File: config.mk
export PLATFORM = sky130hd
export DESIGN_NAME = ddr_burst_req
export DESIGN_NICKNAME = d
export VERILOG_FILES = /design/src/ddr_rd_pkg.sv /design/src/ddr_burst_req.sv
export SDC_FILE = /design/constraint.sdc
export NUM_CORES = 1
export LEC_CHECK = 0
export ABC_CLOCK_PERIOD_IN_PS = 2300
export BUFFER_PORTS_ARGS = -buffer_cell sky130_fd_sc_hd__buf_2
export CAP_MARGIN = 10
export CORE_ASPECT_RATIO = 1.25
export CORE_MARGIN = 2
export CORE_UTILIZATION = 35
export CTS_CLUSTER_SIZE = 12
export DETAILED_ROUTE_END_ITERATION = 6
export PLACE_DENSITY = 0.67
export SLEW_MARGIN = 30
export SYNTH_ARGS = -nofsm -noshare
export SYNTH_HDL_FRONTEND = slang
export SYNTH_SLANG_ARGS = --single-unit
File: constraint.sdc
create_clock -name axi_clk -period 2.3 [get_ports axi_clk]
set_input_delay 0.23 -clock axi_clk [delete_from_list [all_inputs] [get_ports axi_clk]]
set_output_delay 0.23 -clock axi_clk [all_outputs]
set_load 0.02 [all_outputs]
File: src/ddr_rd_pkg.sv
// data path widths and DDR port structs; DDR_DATA_WD must be a whole multiple of AXI_DATA_WD
package ddr_rd_pkg;

    // ----------------------------------------------------------------------
    // widths
    // ----------------------------------------------------------------------
    parameter int DDR_DATA_WD = 512;                       // one DDR word
    parameter int AXI_DATA_WD = 128;                       // one AXI beat
    parameter int LANES       = DDR_DATA_WD / AXI_DATA_WD; // beats per DDR word
    parameter int DDR_ADDR_WD = 32;

    typedef logic [DDR_DATA_WD-1:0] ddr_word_t;

    // ----------------------------------------------------------------------
    // DDR read port
    // ----------------------------------------------------------------------
    // request side, held stable until rd_burst_finish
    typedef struct packed {
        logic [DDR_ADDR_WD-1:0] addr;  // byte address, block count times 8
        logic [9:0]             len;   // words per burst
    } ddr_rd_req_t;

    // return side, no back-pressure
    typedef struct packed {
        logic      valid;              // one word this cycle
        ddr_word_t data;
    } ddr_rd_ret_t;

endpackage

File: src/ddr_burst_req.sv
// burst requester; FIFO_DEPTH must be at least BURST_LEN, one burst outstanding at a time
`timescale 1ns/100ps

module ddr_burst_req #(
    parameter int BURST_LEN    = 64,
    parameter int MAX_BLK_SIZE = 4096,
    parameter int FIFO_DEPTH   = 128
) (
    input  logic                                axi_clk,
    input  logic                                axi_rst_n,
    input  logic                                cfg_rst,
    input  logic [ddr_rd_pkg::DDR_ADDR_WD-1:0]  avail_addr,
    input  logic                                credit_return,
    input  logic                                rd_burst_finish,
    output logic                                rd_burst_req,
    output ddr_rd_pkg::ddr_rd_req_t             rd_burst_info,
    output logic [ddr_rd_pkg::DDR_ADDR_WD-1:0]  rd_blk_cnt
);
    import ddr_rd_pkg::*;

    localparam int CRD_WD = $clog2(FIFO_DEPTH + 1);

    logic [CRD_WD-1:0] credits;  // free words in the buffer, not yet promised
    logic              start;

    assign start = !rd_burst_req
                && (avail_addr >= DDR_ADDR_WD'(BURST_LEN))
                && (credits >= CRD_WD'(BURST_LEN));

    // address follows the block counter, stable while the request is up
    assign rd_burst_info = '{addr: {rd_blk_cnt[DDR_ADDR_WD-4:0], 3'b000},
                             len:  10'(BURST_LEN)};

    // ----------------------------------------------------------------------
    // request and credit accounting
    // ----------------------------------------------------------------------
    always_ff @(posedge axi_clk or negedge axi_rst_n) begin
        if (!axi_rst_n) begin
            rd_burst_req <= 1'b0;
            credits      <= CRD_WD'(FIFO_DEPTH);
        end else if (cfg_rst) begin
            rd_burst_req <= 1'b0;
            credits      <= CRD_WD'(FIFO_DEPTH);
        end else begin
            if (start)
                rd_burst_req <= 1'b1;
            else if (rd_burst_finish)
                rd_burst_req <= 1'b0;  // drops the cycle after finish
            credits <= credits - (start ? CRD_WD'(BURST_LEN) : '0)
                               + CRD_WD'(credit_return);
        end
    end

    // block counter, wraps at the block size limit
    always_ff @(posedge axi_clk or negedge axi_rst_n) begin
        if (!axi_rst_n)
            rd_blk_cnt <= '0;
        else if (cfg_rst)
            rd_blk_cnt <= '0;
        else if (rd_burst_finish && (rd_blk_cnt >= DDR_ADDR_WD'(MAX_BLK_SIZE - BURST_LEN)))
            rd_blk_cnt <= '0;
        else if (rd_burst_finish)
            rd_blk_cnt <= rd_blk_cnt + DDR_ADDR_WD'(BURST_LEN);
    end

endmodule

# Word-level counts from Yosys, hierarchy flattened
# Cells that the tools add are included.
[word_totals] out_inout_bits=75 regBits=41 elab_cells=23
[classes] n_reduce_logical=6 n_addsub=3 n_mux=8 magnitude_cmp=3
[op_table] operator="32-bit two-way mux" n=3
[op_table] operator="32-bit by 7-bit adder with 32-bit output, second input constant" n=1
[op_table] operator="32-bit by 12-bit greater-or-equal comparator with 1-bit output, second input constant" n=1
[op_table] operator="32-bit by 7-bit greater-or-equal comparator with 1-bit output, second input constant" n=1
[op_table] operator="8-bit by 1-bit adder with 8-bit output" n=1
[op_table] operator="8-bit by 7-bit greater-or-equal comparator with 1-bit output, second input constant" n=1
[op_table] operator="8-bit two-way mux" n=1
[op_table] operator="8-bit by 7-bit subtractor with 8-bit output" n=1
[op_table] operator="7-bit two-way mux" n=1
[op_table] operator="3-bit nonzero test" n=2
[op_table] operator="1-bit logical AND" n=3
[op_table] operator="1-bit two-way mux" n=3
[op_table] operator="1-bit logical NOT" n=1

# Logic depth before layout (Yosys ltp)
# Gate-level depths: netlist (run 1).
[depth] ltp_word=7 mapped_depth=8 mapped_depth_nobuf=8

# Worst setup path after synthesis (run 1)
# OpenSTA, ideal clock, no wires.
[synth_timing] path_kind="input-to-reg" from="input avail_addr[31] (netlist bit)" to="register credits[7]" setup_time_ns=0.098 path_stages=8 path_slack_ns=0.192 arrival_time_ns=2.010 path_cell_list="nor4_1 > nand4_1 > o21ai_0 > ha_1 > ha_1 > or4_1 > nand3_1 > a311oi_1"
[synth_via] elab_chain_cells=7
[synth_rtl] element="start, declared" line="ddr_burst_req.sv:12" rtl="input logic [ddr_rd_pkg::DDR_ADDR_WD-1:0] avail_addr,"
[synth_rtl] element="32-bit by 7-bit greater-or-equal comparator with 1-bit output" line="ddr_burst_req.sv:27" rtl="&& (avail_addr >= DDR_ADDR_WD'(BURST_LEN))"
[synth_rtl] element="1-bit logical AND" line="ddr_burst_req.sv:27"
[synth_rtl] element="1-bit logical AND" line="ddr_burst_req.sv:28" rtl="&& (credits >= CRD_WD'(BURST_LEN));"
[synth_rtl] element="7-bit two-way mux" line="ddr_burst_req.sv:49" rtl="credits <= credits - (start ? CRD_WD'(BURST_LEN) : '0)"
[synth_rtl] element="8-bit by 7-bit subtractor with 8-bit output" line="ddr_burst_req.sv:49"
[synth_rtl] element="8-bit by 1-bit adder with 8-bit output" line="ddr_burst_req.sv:50" rtl="+ CRD_WD'(credit_return);"
[synth_rtl] element="8-bit two-way mux" line="ddr_burst_req.sv:41" rtl="end else if (cfg_rst) begin"
[synth_rtl] element="end signal, assigned" line="ddr_burst_req.sv:40" rtl="credits <= CRD_WD'(FIFO_DEPTH);"
[synth_rtl] element="end signal, assigned" line="ddr_burst_req.sv:43" rtl="credits <= CRD_WD'(FIFO_DEPTH);"
[synth_rtl] element="end signal, assigned" line="ddr_burst_req.sv:49"
[synth_rtl] element="end, declared" line="ddr_burst_req.sv:23" rtl="logic [CRD_WD-1:0] credits;"
# No other way between the ends.
# A chain may end at the register's enable or synchronous reset.

# Worst setup path after layout (run 1)
[layout_timing] from="register credits[7]" to="register credits[7]"
[layout_via] elab_chain_cells=6
[layout_rtl] element="8-bit by 7-bit greater-or-equal comparator with 1-bit output" line="ddr_burst_req.sv:28"
[layout_rtl] element="1-bit logical AND" line="ddr_burst_req.sv:28"
[layout_rtl] element="7-bit two-way mux" line="ddr_burst_req.sv:49"
[layout_rtl] element="8-bit by 7-bit subtractor with 8-bit output *" line="ddr_burst_req.sv:49"
[layout_rtl] element="8-bit by 1-bit adder with 8-bit output *" line="ddr_burst_req.sv:50"
[layout_rtl] element="8-bit two-way mux *" line="ddr_burst_req.sv:41"
# Every way passes the cells marked *; elsewhere a longest branch is shown, timed or not.

==> impl_metrics.yaml, run 1 <==
clock_network:
  path_clk_slew_ns: 0.07
  post-cts-setup-buffers: 0
  worstSkewPairLatency_ns: 0.27
  htree_levels: 2
  cts_root_buf: "clkbuf_8"
  post_cts_resize_count: 0
  cts.sinks: 35
  ctsLongestPathBuffers: 2
  numCtsBuffers: 5
  ctsHoldBuffers: 0
  cts_tree: "yes"
layout:
  final_cells: 406
  fill_cells: 678
  final_nets: 367
  multiInputGateArea_mm2: 0.00112
  insertedDiodeCount: 0
  regArea_um2: 877
  drive_gt1_frac: 0.304
  areaGrowthSynthToFinish_pct: 13.5
grt:
  grt_use_met3: 0.0473
  met1_usage: 0.153
  first_global_vias: 1783
  globalRouteTotalUtil: 0.136
  grt_pass1_wl_mm: 8.09
  use_met2: 0.245
  grt_max_degree: 36
  grt.overflow.total: 0
  antenna_found_initial: 0
  busiest_layer: "met2"
sta:
  max_slew_margin: 0.473
  tns_ns: 0
  fin_skew_ns: 0.00155
  finalSetupViolations: 0
  max_freq_mhz: 469
  min_period_over_period: 0.926
  hold_viol: 0
  period_minus_slack_ns: 2.13
  maxSlewViolCount: 0
  tightest_slew_ns: 0.790
  rsz0062_at_grt: "no"
power:
  pwr-share-seq: 0.386
  sw_frac_of_total: 0.345
  p_int_mw: 1.21
  p_sw_uw: 639
  comb_power_share: 0.387
  peakVddDrop_uv: 322
  p_clk_frac: 0.227
  power_density_mw_per_mm2: 699
  p_leak_nw: 1.38
hold_path:
  hp-class: "primary input to asynchronous set/reset pin"
job:
  drv_cap: 0
floorplanning:
  rows: 33
  die_area_mm2: 0.00734
  floorplan.initialDensity: 0.358
  dieHeight_um: 95.3
  fp.dieW_um: 77.0
  core-area_mm2: 0.00652
  ios: 112
route:
  ant_nets: 0
  drtIter0Drc: 143
  routed_wl_mm: 4.88
  drc: 0
  wire_per_inst_um: 12.0
  dr.pass1.iters: 4
  vias: 1909
  vias_per_cell: 4.70
worst_setup_path:
  path_max_fanout: 5
  critPathLaunchType: "flop"
  crit_path_end_kind: "flop"
  path_class: "flop to flop"
  required_ns: 2.48
  crit_arrival_ns: 2.31
yosys:
  seq_area_frac_synth: 0.376
  yosys-top-cells-area: "dfrtp_1 (36%), buf_4 (16%), ha_1 (6.4%)"
  ys.flop_type: "dfrtp_1"
  yosysTopAreaCellShare: 0.365
  ys_ff_latch: 35
  synthTopCellsByCount: "buf_4 (50), nor2_1 (40), dfrtp_1 (34), ha_1 (12), nor4_1 (12)"
  netlist_area_mm2: 0.00233
  synth_edf_count: 0
  syn_inst: 257
  async_reset_ff_frac: 1.00
  synth_area_leader_cell: "dfrtp_1"
  syn_avg_cell_area_um2: 9.08
  ys_types: 50
  yosysWarnings: 0
  synth.most_common_cell: "buf_4"
placement:
  dpl.hpwl_mm: 3.76
  gp_congestion: 0.801
  placedCellCount: 398
  portBuffers: 80
outcome:
  status: "completed"
-- power by group through the flow --
stage / Sequential, mW / Combinational, mW / Clock, mW
floorplan: 0.731 / 0.553 / 0
global placement: 0.728 / 0.692 / 0
detailed placement: 0.729 / 0.719 / 0
CTS: 0.717 / 0.723 / 0.429
global route: 0.724 / 0.816 / 0.459
finish: 0.716 / 0.717 / 0.420
-- metal layers --
| layer | up-vias | wire [um] |
|---|---|---|
| met2 | 53 | 2560 |
| met1 | 898 | 2010 |
| met5 | - | 0 |
| li1 | 954 | - |
| met3 | 4 | 273 |
| met4 | 0 | 40 |
-- final timing paths --
| check | from | endpoint | slack, ns | cells past startpoint |
|---|---|---|---|---|
| hold / removal | axi_rst_n | rd_blk_cnt[9] | 0.04 | 1 |
| setup / recovery | credits[7] | credits[7] | 0.17 | 8 |
| hold reg to reg | rd_blk_cnt[31] | rd_blk_cnt[31] | 0.53 | 2 |
| min in group axi_clk | rd_burst_finish | rd_blk_cnt[6] | 0.26 | 3 |
| max in group asynchronous | axi_rst_n | rd_blk_cnt[16] | 1.77 | 1 |
| setup reg to reg | credits[7] | credits[7] | 0.17 | 8 |
-- layout by cell type, fill, tap and decap left out, types with 7 or more instances in the layout --
cell type	Yosys	final
buf_2	1	80
nor4_1	12	12
a21oi_1	9	9
inv_1	11	11
nand2_1	7	7
dfrtp_1	34	34
nand3_1	10	10
conb_1	2	25
nor2_1	40	40
ha_1	12	12
a31oi_1	8	8
-- registers in the layout, indices dropped and copies added, names as in the netlist --
name	count
rd_burst_req	1
credits	8
rd_blk_cnt	26
-- cell families (layout without fill, tap and decap cells) --
logic type	Yosys count	after routing	synth area share
and+or+nand+nor	101	101	0.241
buffers and inverters	63	102	0.182
AOI/OAI and AO/OA	39	39	0.115
DFF	35	35	0.376
adders and majority gates	12	12	0.0643
xor gates and xnor gates	5	5	0.0188
other	2	25	0.00322
-- critical path, cell delays in order, from the launching register on --
cell	delay, ns
dfstp_2	0.54
nor2_1	0.04
nor2_1	0.07
o21ai_0	0.12
ha_1	0.29
ha_1	0.33
or4_1	0.51
nand3_1	0.08
a311oi_1	0.05
-- through the flow --
stage                     setup slack (ns)  total power, mW   util  instance area [um2]  hold slack (ns)
after floorplan                      0.192             1.28      -                 2420          -0.0656
after global placement             -0.0523             1.42  0.394                 2570            0.351
after detailed placement           -0.0793             1.45  0.394                 2570            0.358
after CTS                            0.128             1.87  0.406                 2650           0.0568
after global routing                0.0171             2.00  0.406                 2650           0.0864
final                                0.170             1.85  0.406                 2650           0.0350
-- cell type report --
| cell class | instances | area share |
|---|---|---|
| multi-input combinational | 182 | 0.422 |
| sequential | 35 | 0.331 |
| timing repair buffer | 83 | 0.160 |
| tap | 87 | 0.0411 |
| clock buffer | 7 | 0.0288 |
| inverter | 11 | 0.0156 |
| clock inverter | 1 | 0.00189 |
No activity file was read; power rests on OpenSTA's default activity.
==> inputs of run 2 (changes only) <==
Settings changed: CORE_ASPECT_RATIO 1.25 to 1.1, GPL_TIMING_DRIVEN set to 0.
==> run 2 against run 1 <==
Compared with the run above: clock skew grew 0.0036 ns; worst hold slack lost 0.021 ns; worst setup slack gained 0.016 ns; sequential cell count is the same; via count grew 8.5%.
==> impl_metrics.yaml, run 2 (synthesis results as in run 1) <==
outcome:
  status: "completed"
clock_network:
  ctsLongestPathBuffers: 2
  cts_root_buf: "clkbuf_8"
  htree_levels: 2
  worstSkewPairLatency_ns: 0.29
  path_clk_slew_ns: 0.07
  ctsHoldBuffers: 0
  post-cts-setup-buffers: 0
  cts_tree: "yes"
  numCtsBuffers: 5
  cts.sinks: 35
placement:
  portBuffers: 80
  dpl.hpwl_mm: 4.08
  placedCellCount: 442
  gp_congestion: 0.793
route:
  wire_per_inst_um: 11.8
  routed_wl_mm: 5.33
  ant_nets: 0
  vias: 2072
  vias_per_cell: 4.60
  drtIter0Drc: 88
  drc: 0
  dr.pass1.iters: 4
layout:
  insertedDiodeCount: 0
  top_regs: "rd_blk_cnt: 26 flops, credits: 8 flops, rd_burst_req: 1 flops"
  mostFrequentLayoutCell: "buf_2"
  final_cells: 450
  regMostFlops: "rd_blk_cnt"
  largest_reg_flops: 26
  layout_common_cells: "buf_2 (81), buf_4 (50), nor2_1 (40), dfrtp_1 (34), conb_1 (25)"
  areaGrowthSynthToFinish_pct: 29.0
  final_nets: 416
  drive_gt1_frac: 0.402
worst_setup_path:
  r2r_start: "credits[7]"
  critPathLaunchType: "flop"
  path_class: "flop to flop"
  r2r-end: "credits[7]"
  required_ns: 2.50
  r2r_slack_ns: 0.19
  crit_arrival_ns: 2.31
  reg2regPathDepth: 8
  path_max_fanout: 8
  crit_path_end_kind: "flop"
sta:
  max_slew_margin: 0.474
  finalSetupViolations: 0
  tightest_slew_ns: 0.789
  period_minus_slack_ns: 2.11
  fin_skew_ns: 0.00511
  max_freq_mhz: 473
  tns_ns: 0
  maxSlewViolCount: 0
  hold_viol: 0
  min_period_over_period: 0.919
  rsz0062_at_grt: "no"
grt:
  antenna_found_initial: 0
  grt.overflow.total: 0
  grt_pass1_wl_mm: 8.47
  grt_max_degree: 36
  globalRouteTotalUtil: 0.148
  first_global_vias: 1873
hold_path:
  hp-class: "primary input to asynchronous set/reset pin"
power:
  power_density_mw_per_mm2: 625
  p_sw_uw: 665
  p_clk_frac: 0.233
  sw_frac_of_total: 0.354
  peakVddDrop_uv: 299
  pwr-share-seq: 0.382
  p_leak_nw: 1.65
  comb_power_share: 0.385
  p_int_mw: 1.22
floorplanning:
  rows: 31
  fp.dieW_um: 81.9
  die_area_mm2: 0.00734
  floorplan.initialDensity: 0.358
  dieHeight_um: 89.6
  core-area_mm2: 0.00652
  ios: 112
job:
  drv_cap: 0
## run 2: changes by cell type in the layout (fill, tap and decap cells not counted), sizes merged
cell / delta
clkinv: +2
clkbuf: -1
buf: +48
## run 2: power groups by stage
stage / Clock (mW) / Sequential [mW] / Combinational [mW]
after floorplan: 0 / 0.731 / 0.553
after global placement: 0 / 0.728 / 0.693
after detailed placement: 0 / 0.730 / 0.710
after CTS: 0.448 / 0.718 / 0.717
after global routing: 0.472 / 0.726 / 0.825
final: 0.438 / 0.718 / 0.724
## run 2: metal layers
layer	track usage	routed length, um	vias to the layer above
met1	0.172	2240	960
met3	0.0420	272	7
met4	0.0333	42	0
met5	0	0	-
li1	-	-	1057
met2	0.269	2780	48
## run 2: worst max path at each step
stage	from	cells past startpoint	end	slack, ns
6_report	credits[7]	8	credits[7]	0.19
5_1_grt	credits[7]	8	credits[7]	0.06
4_1_cts	credits[7]	8	credits[7]	0.06
3_5_place_dp	avail_addr[29]	9	credits[7]	-0.14
3_3_place_gp	avail_addr[24]	9	credits[7]	-0.08
2_1_floorplan	avail_addr[31]	8	credits[7]	0.19
## run 2: metrics by stage
step / area (um2) / hold WS [ns] / power [mW] / worst slack [ns] / utilization
2_1_floorplan: 2420 / -0.0656 / 1.28 / 0.192 / -
3_3_place_gp: 2920 / 0.351 / 1.42 / -0.0785 / 0.449
3_5_place_dp: 2920 / 0.360 / 1.44 / -0.141 / 0.449
4_1_cts: 3010 / 0.0463 / 1.88 / 0.0649 / 0.461
5_1_grt: 3010 / 0.0785 / 2.02 / 0.0605 / 0.462
6_report: 3010 / 0.0144 / 1.88 / 0.186 / 0.462
## run 2: what timing repair did
| action | CTS | global route |
|---|---|---|
| gates resized for setup | 0 | 2 |
| hold endpoints to repair | 0 | 0 |
| endpoints found under the setup margin | 0 | 2 |
## run 2: layout make-up
cell class | count | area [um2]
fillers | 671 | 3510
clock inverters | 3 | 15.0
clock buffers | 5 | 68.8
flip-flops and latches | 35 | 877
well taps | 82 | 103
multi-input cells | 182 | 1120
plain buffers | 52 | 384
inverters | 11 | 41.3
repair buffers | 80 | 400
## run 2: worst max-delay path, stage by stage (launching register included)
cell and delay [ns]:
dfstp_2 0.55, nor2_1 0.05, nor2_1 0.08, o21ai_1 0.10, ha_1 0.29, ha_2 0.31
or4_1 0.51, nand3_1 0.08, a311oi_1 0.05
==> inputs of run 3 (changes only) <==
Settings changed: ABC_CLOCK_PERIOD_IN_PS 2300 to 2700, BUFFER_PORTS_ARGS -buffer_cell sky130_fd_sc_hd__buf_2 to not set, DONT_BUFFER_PORTS set to 1, PLACE_DENSITY 0.67 to 0.53.
Clock period 2.3 ns to 2.7 ns, I/O delays scaled along.
==> run 3 against run 2 <==
Compared with the run above: worst hold slack gained 0.12 ns; via count shrank 13%; worst setup slack gained 0.30 ns; largest cell class unchanged.
==> impl_metrics.yaml, run 3 (synthesis results as in run 1) <==
outcome:
  status: "completed"
sta:
  max_freq_mhz: 451
  tightest_slew_ns: 0.711
  period_minus_slack_ns: 2.22
  finalSetupViolations: 0
  tns_ns: 0
  rsz0062_at_grt: "no"
  max_slew_margin: 0.521
  hold_viol: 0
  fin_skew_ns: 0.00504
  min_period_over_period: 0.821
  maxSlewViolCount: 0
layout:
  mostFrequentLayoutCell: "buf_4"
  final_cell_area_mm2: 0.00264
  insertedDiodeCount: 0
  areaGrowthSynthToFinish_pct: 13.0
  drive_gt1_frac: 0.231
  largest_reg_flops: 26
  fill_cells: 661
  final_nets: 338
  regMostFlops: "rd_blk_cnt"
  layout_common_cells: "buf_4 (50), nor2_1 (40), dfrtp_1 (34), conb_1 (25)"
  top_regs: "rd_blk_cnt: 26 flops, credits: 8 flops, rd_burst_req: 1 flops"
clock_network:
  ctsHoldBuffers: 2
  path_clk_slew_ns: 0.07
  worstSkewPairLatency_ns: 0.29
  post-cts-setup-buffers: 0
  numCtsBuffers: 5
  cts_root_buf: "clkbuf_8"
  cts.sinks: 35
  cts_tree: "yes"
  htree_levels: 2
  ctsLongestPathBuffers: 2
  post_cts_resize_count: 0
grt:
  globalRouteTotalUtil: 0.143
  grt.overflow.total: 0
  first_global_vias: 1653
  antenna_found_initial: 0
  grt_max_degree: 36
  grt_pass1_wl_mm: 8.07
worst_setup_path:
  required_ns: 2.90
  path_max_fanout: 8
  crit_path_end_kind: "flop"
  crit_arrival_ns: 2.42
  critPathLaunchType: "flop"
  path_class: "flop to flop"
floorplanning:
  ios: 112
  floorplan.initialDensity: 0.358
  dieHeight_um: 89.6
  die_area_mm2: 0.00734
  fp.dieW_um: 81.9
  rows: 31
  core-area_mm2: 0.00652
power:
  peakVddDrop_uv: 231
  power_density_mw_per_mm2: 600
  p_leak_nw: 1.26
route:
  vias: 1802
  drtIter0Drc: 95
  vias_per_cell: 4.84
  wire_per_inst_um: 13.9
  routed_wl_mm: 5.18
  dr.pass1.iters: 5
  drc: 0
  ant_nets: 0
placement:
  placed_cell_area_mm2: 0.00252
  gp_congestion: 0.768
  dpl.hpwl_mm: 3.85
  portBuffers: 0
job:
  drv_cap: 0
hold_path:
  hp-class: "primary input to flop"
-- run 3: cell types whose count changed in the layout (fill, tap and decap cells not counted) --
cell / previous run / this run
ha_2: 1 / 0
o21ai_0: 4 / 5
dlygate4sd3_1: 0 / 1
clkinv_2: 3 / 1
buf_2: 81 / 1
ha_1: 11 / 12
clkinvlp_4: 0 / 1
clkbuf_1: 1 / 2
buf_12: 0 / 1
o21ai_1: 1 / 0
-- run 3: worst max-delay path, cell delays in order, from the launching register on --
cell and delay [ns]:
dfstp_2 0.55, nor2_1 0.05, nor2_1 0.07, o21ai_0 0.12, ha_1 0.30, ha_1 0.38
or4_1 0.53, nand3_1 0.08, a311oi_1 0.05
-- run 3: final cells by class --
class	count	area [um2]	area share
buffer	52	384	0.146
clock buffer	6	72.6	0.0275
inverter	11	41.3	0.0157
multi-input combinational	182	1120	0.424
timing repair buffer	2	30.0	0.0114
sequential	35	877	0.333
tap	82	103	0.0389
clock inverter	2	12.5	0.00474
-- run 3: final timing paths --
| path | from | cells after the start | slack [ns] | end |
|---|---|---|---|---|
| max | credits[7] | 8 | 0.48 | credits[7] |
| min | rd_burst_finish | 2 | 0.13 | rd_blk_cnt[6] |
| max reg2reg | credits[7] | 8 | 0.48 | credits[7] |
| min reg2reg | credits[0] | 2 | 0.61 | credits[0] |
| max in group asynchronous | axi_rst_n | 2 | 2.02 | credits[7] |
| min in group asynchronous | axi_rst_n | 2 | 0.42 | rd_blk_cnt[27] |
-- run 3: stage by stage --
stage	hold WS (ns)	setup WS (ns)	instances	total power [mW]	utilization
after CTS	0.124	0.485	372	1.60	0.405
final	0.132	0.483	372	1.58	0.405
after floorplan	-0.0256	0.552	280	1.09	-
after detailed placement	-0.0247	0.334	362	1.19	0.387
after global routing	0.121	0.369	372	1.70	0.405
after global placement	-0.0247	0.383	362	1.18	0.387
-- run 3: power by group --
part | total (mW) | switching, mW | internal, mW
combinational | 0.580 | 0.323 | 0.258
clock | 0.378 | 0.198 | 0.180
sequential | 0.623 | 0.0449 | 0.578
-- run 3: layer usage --
layer	share of wire	track usage
met3	0.047	0.0360
met1	0.42	0.177
met2	0.52	0.243
met4	0.012	0.0455
met5	0	0
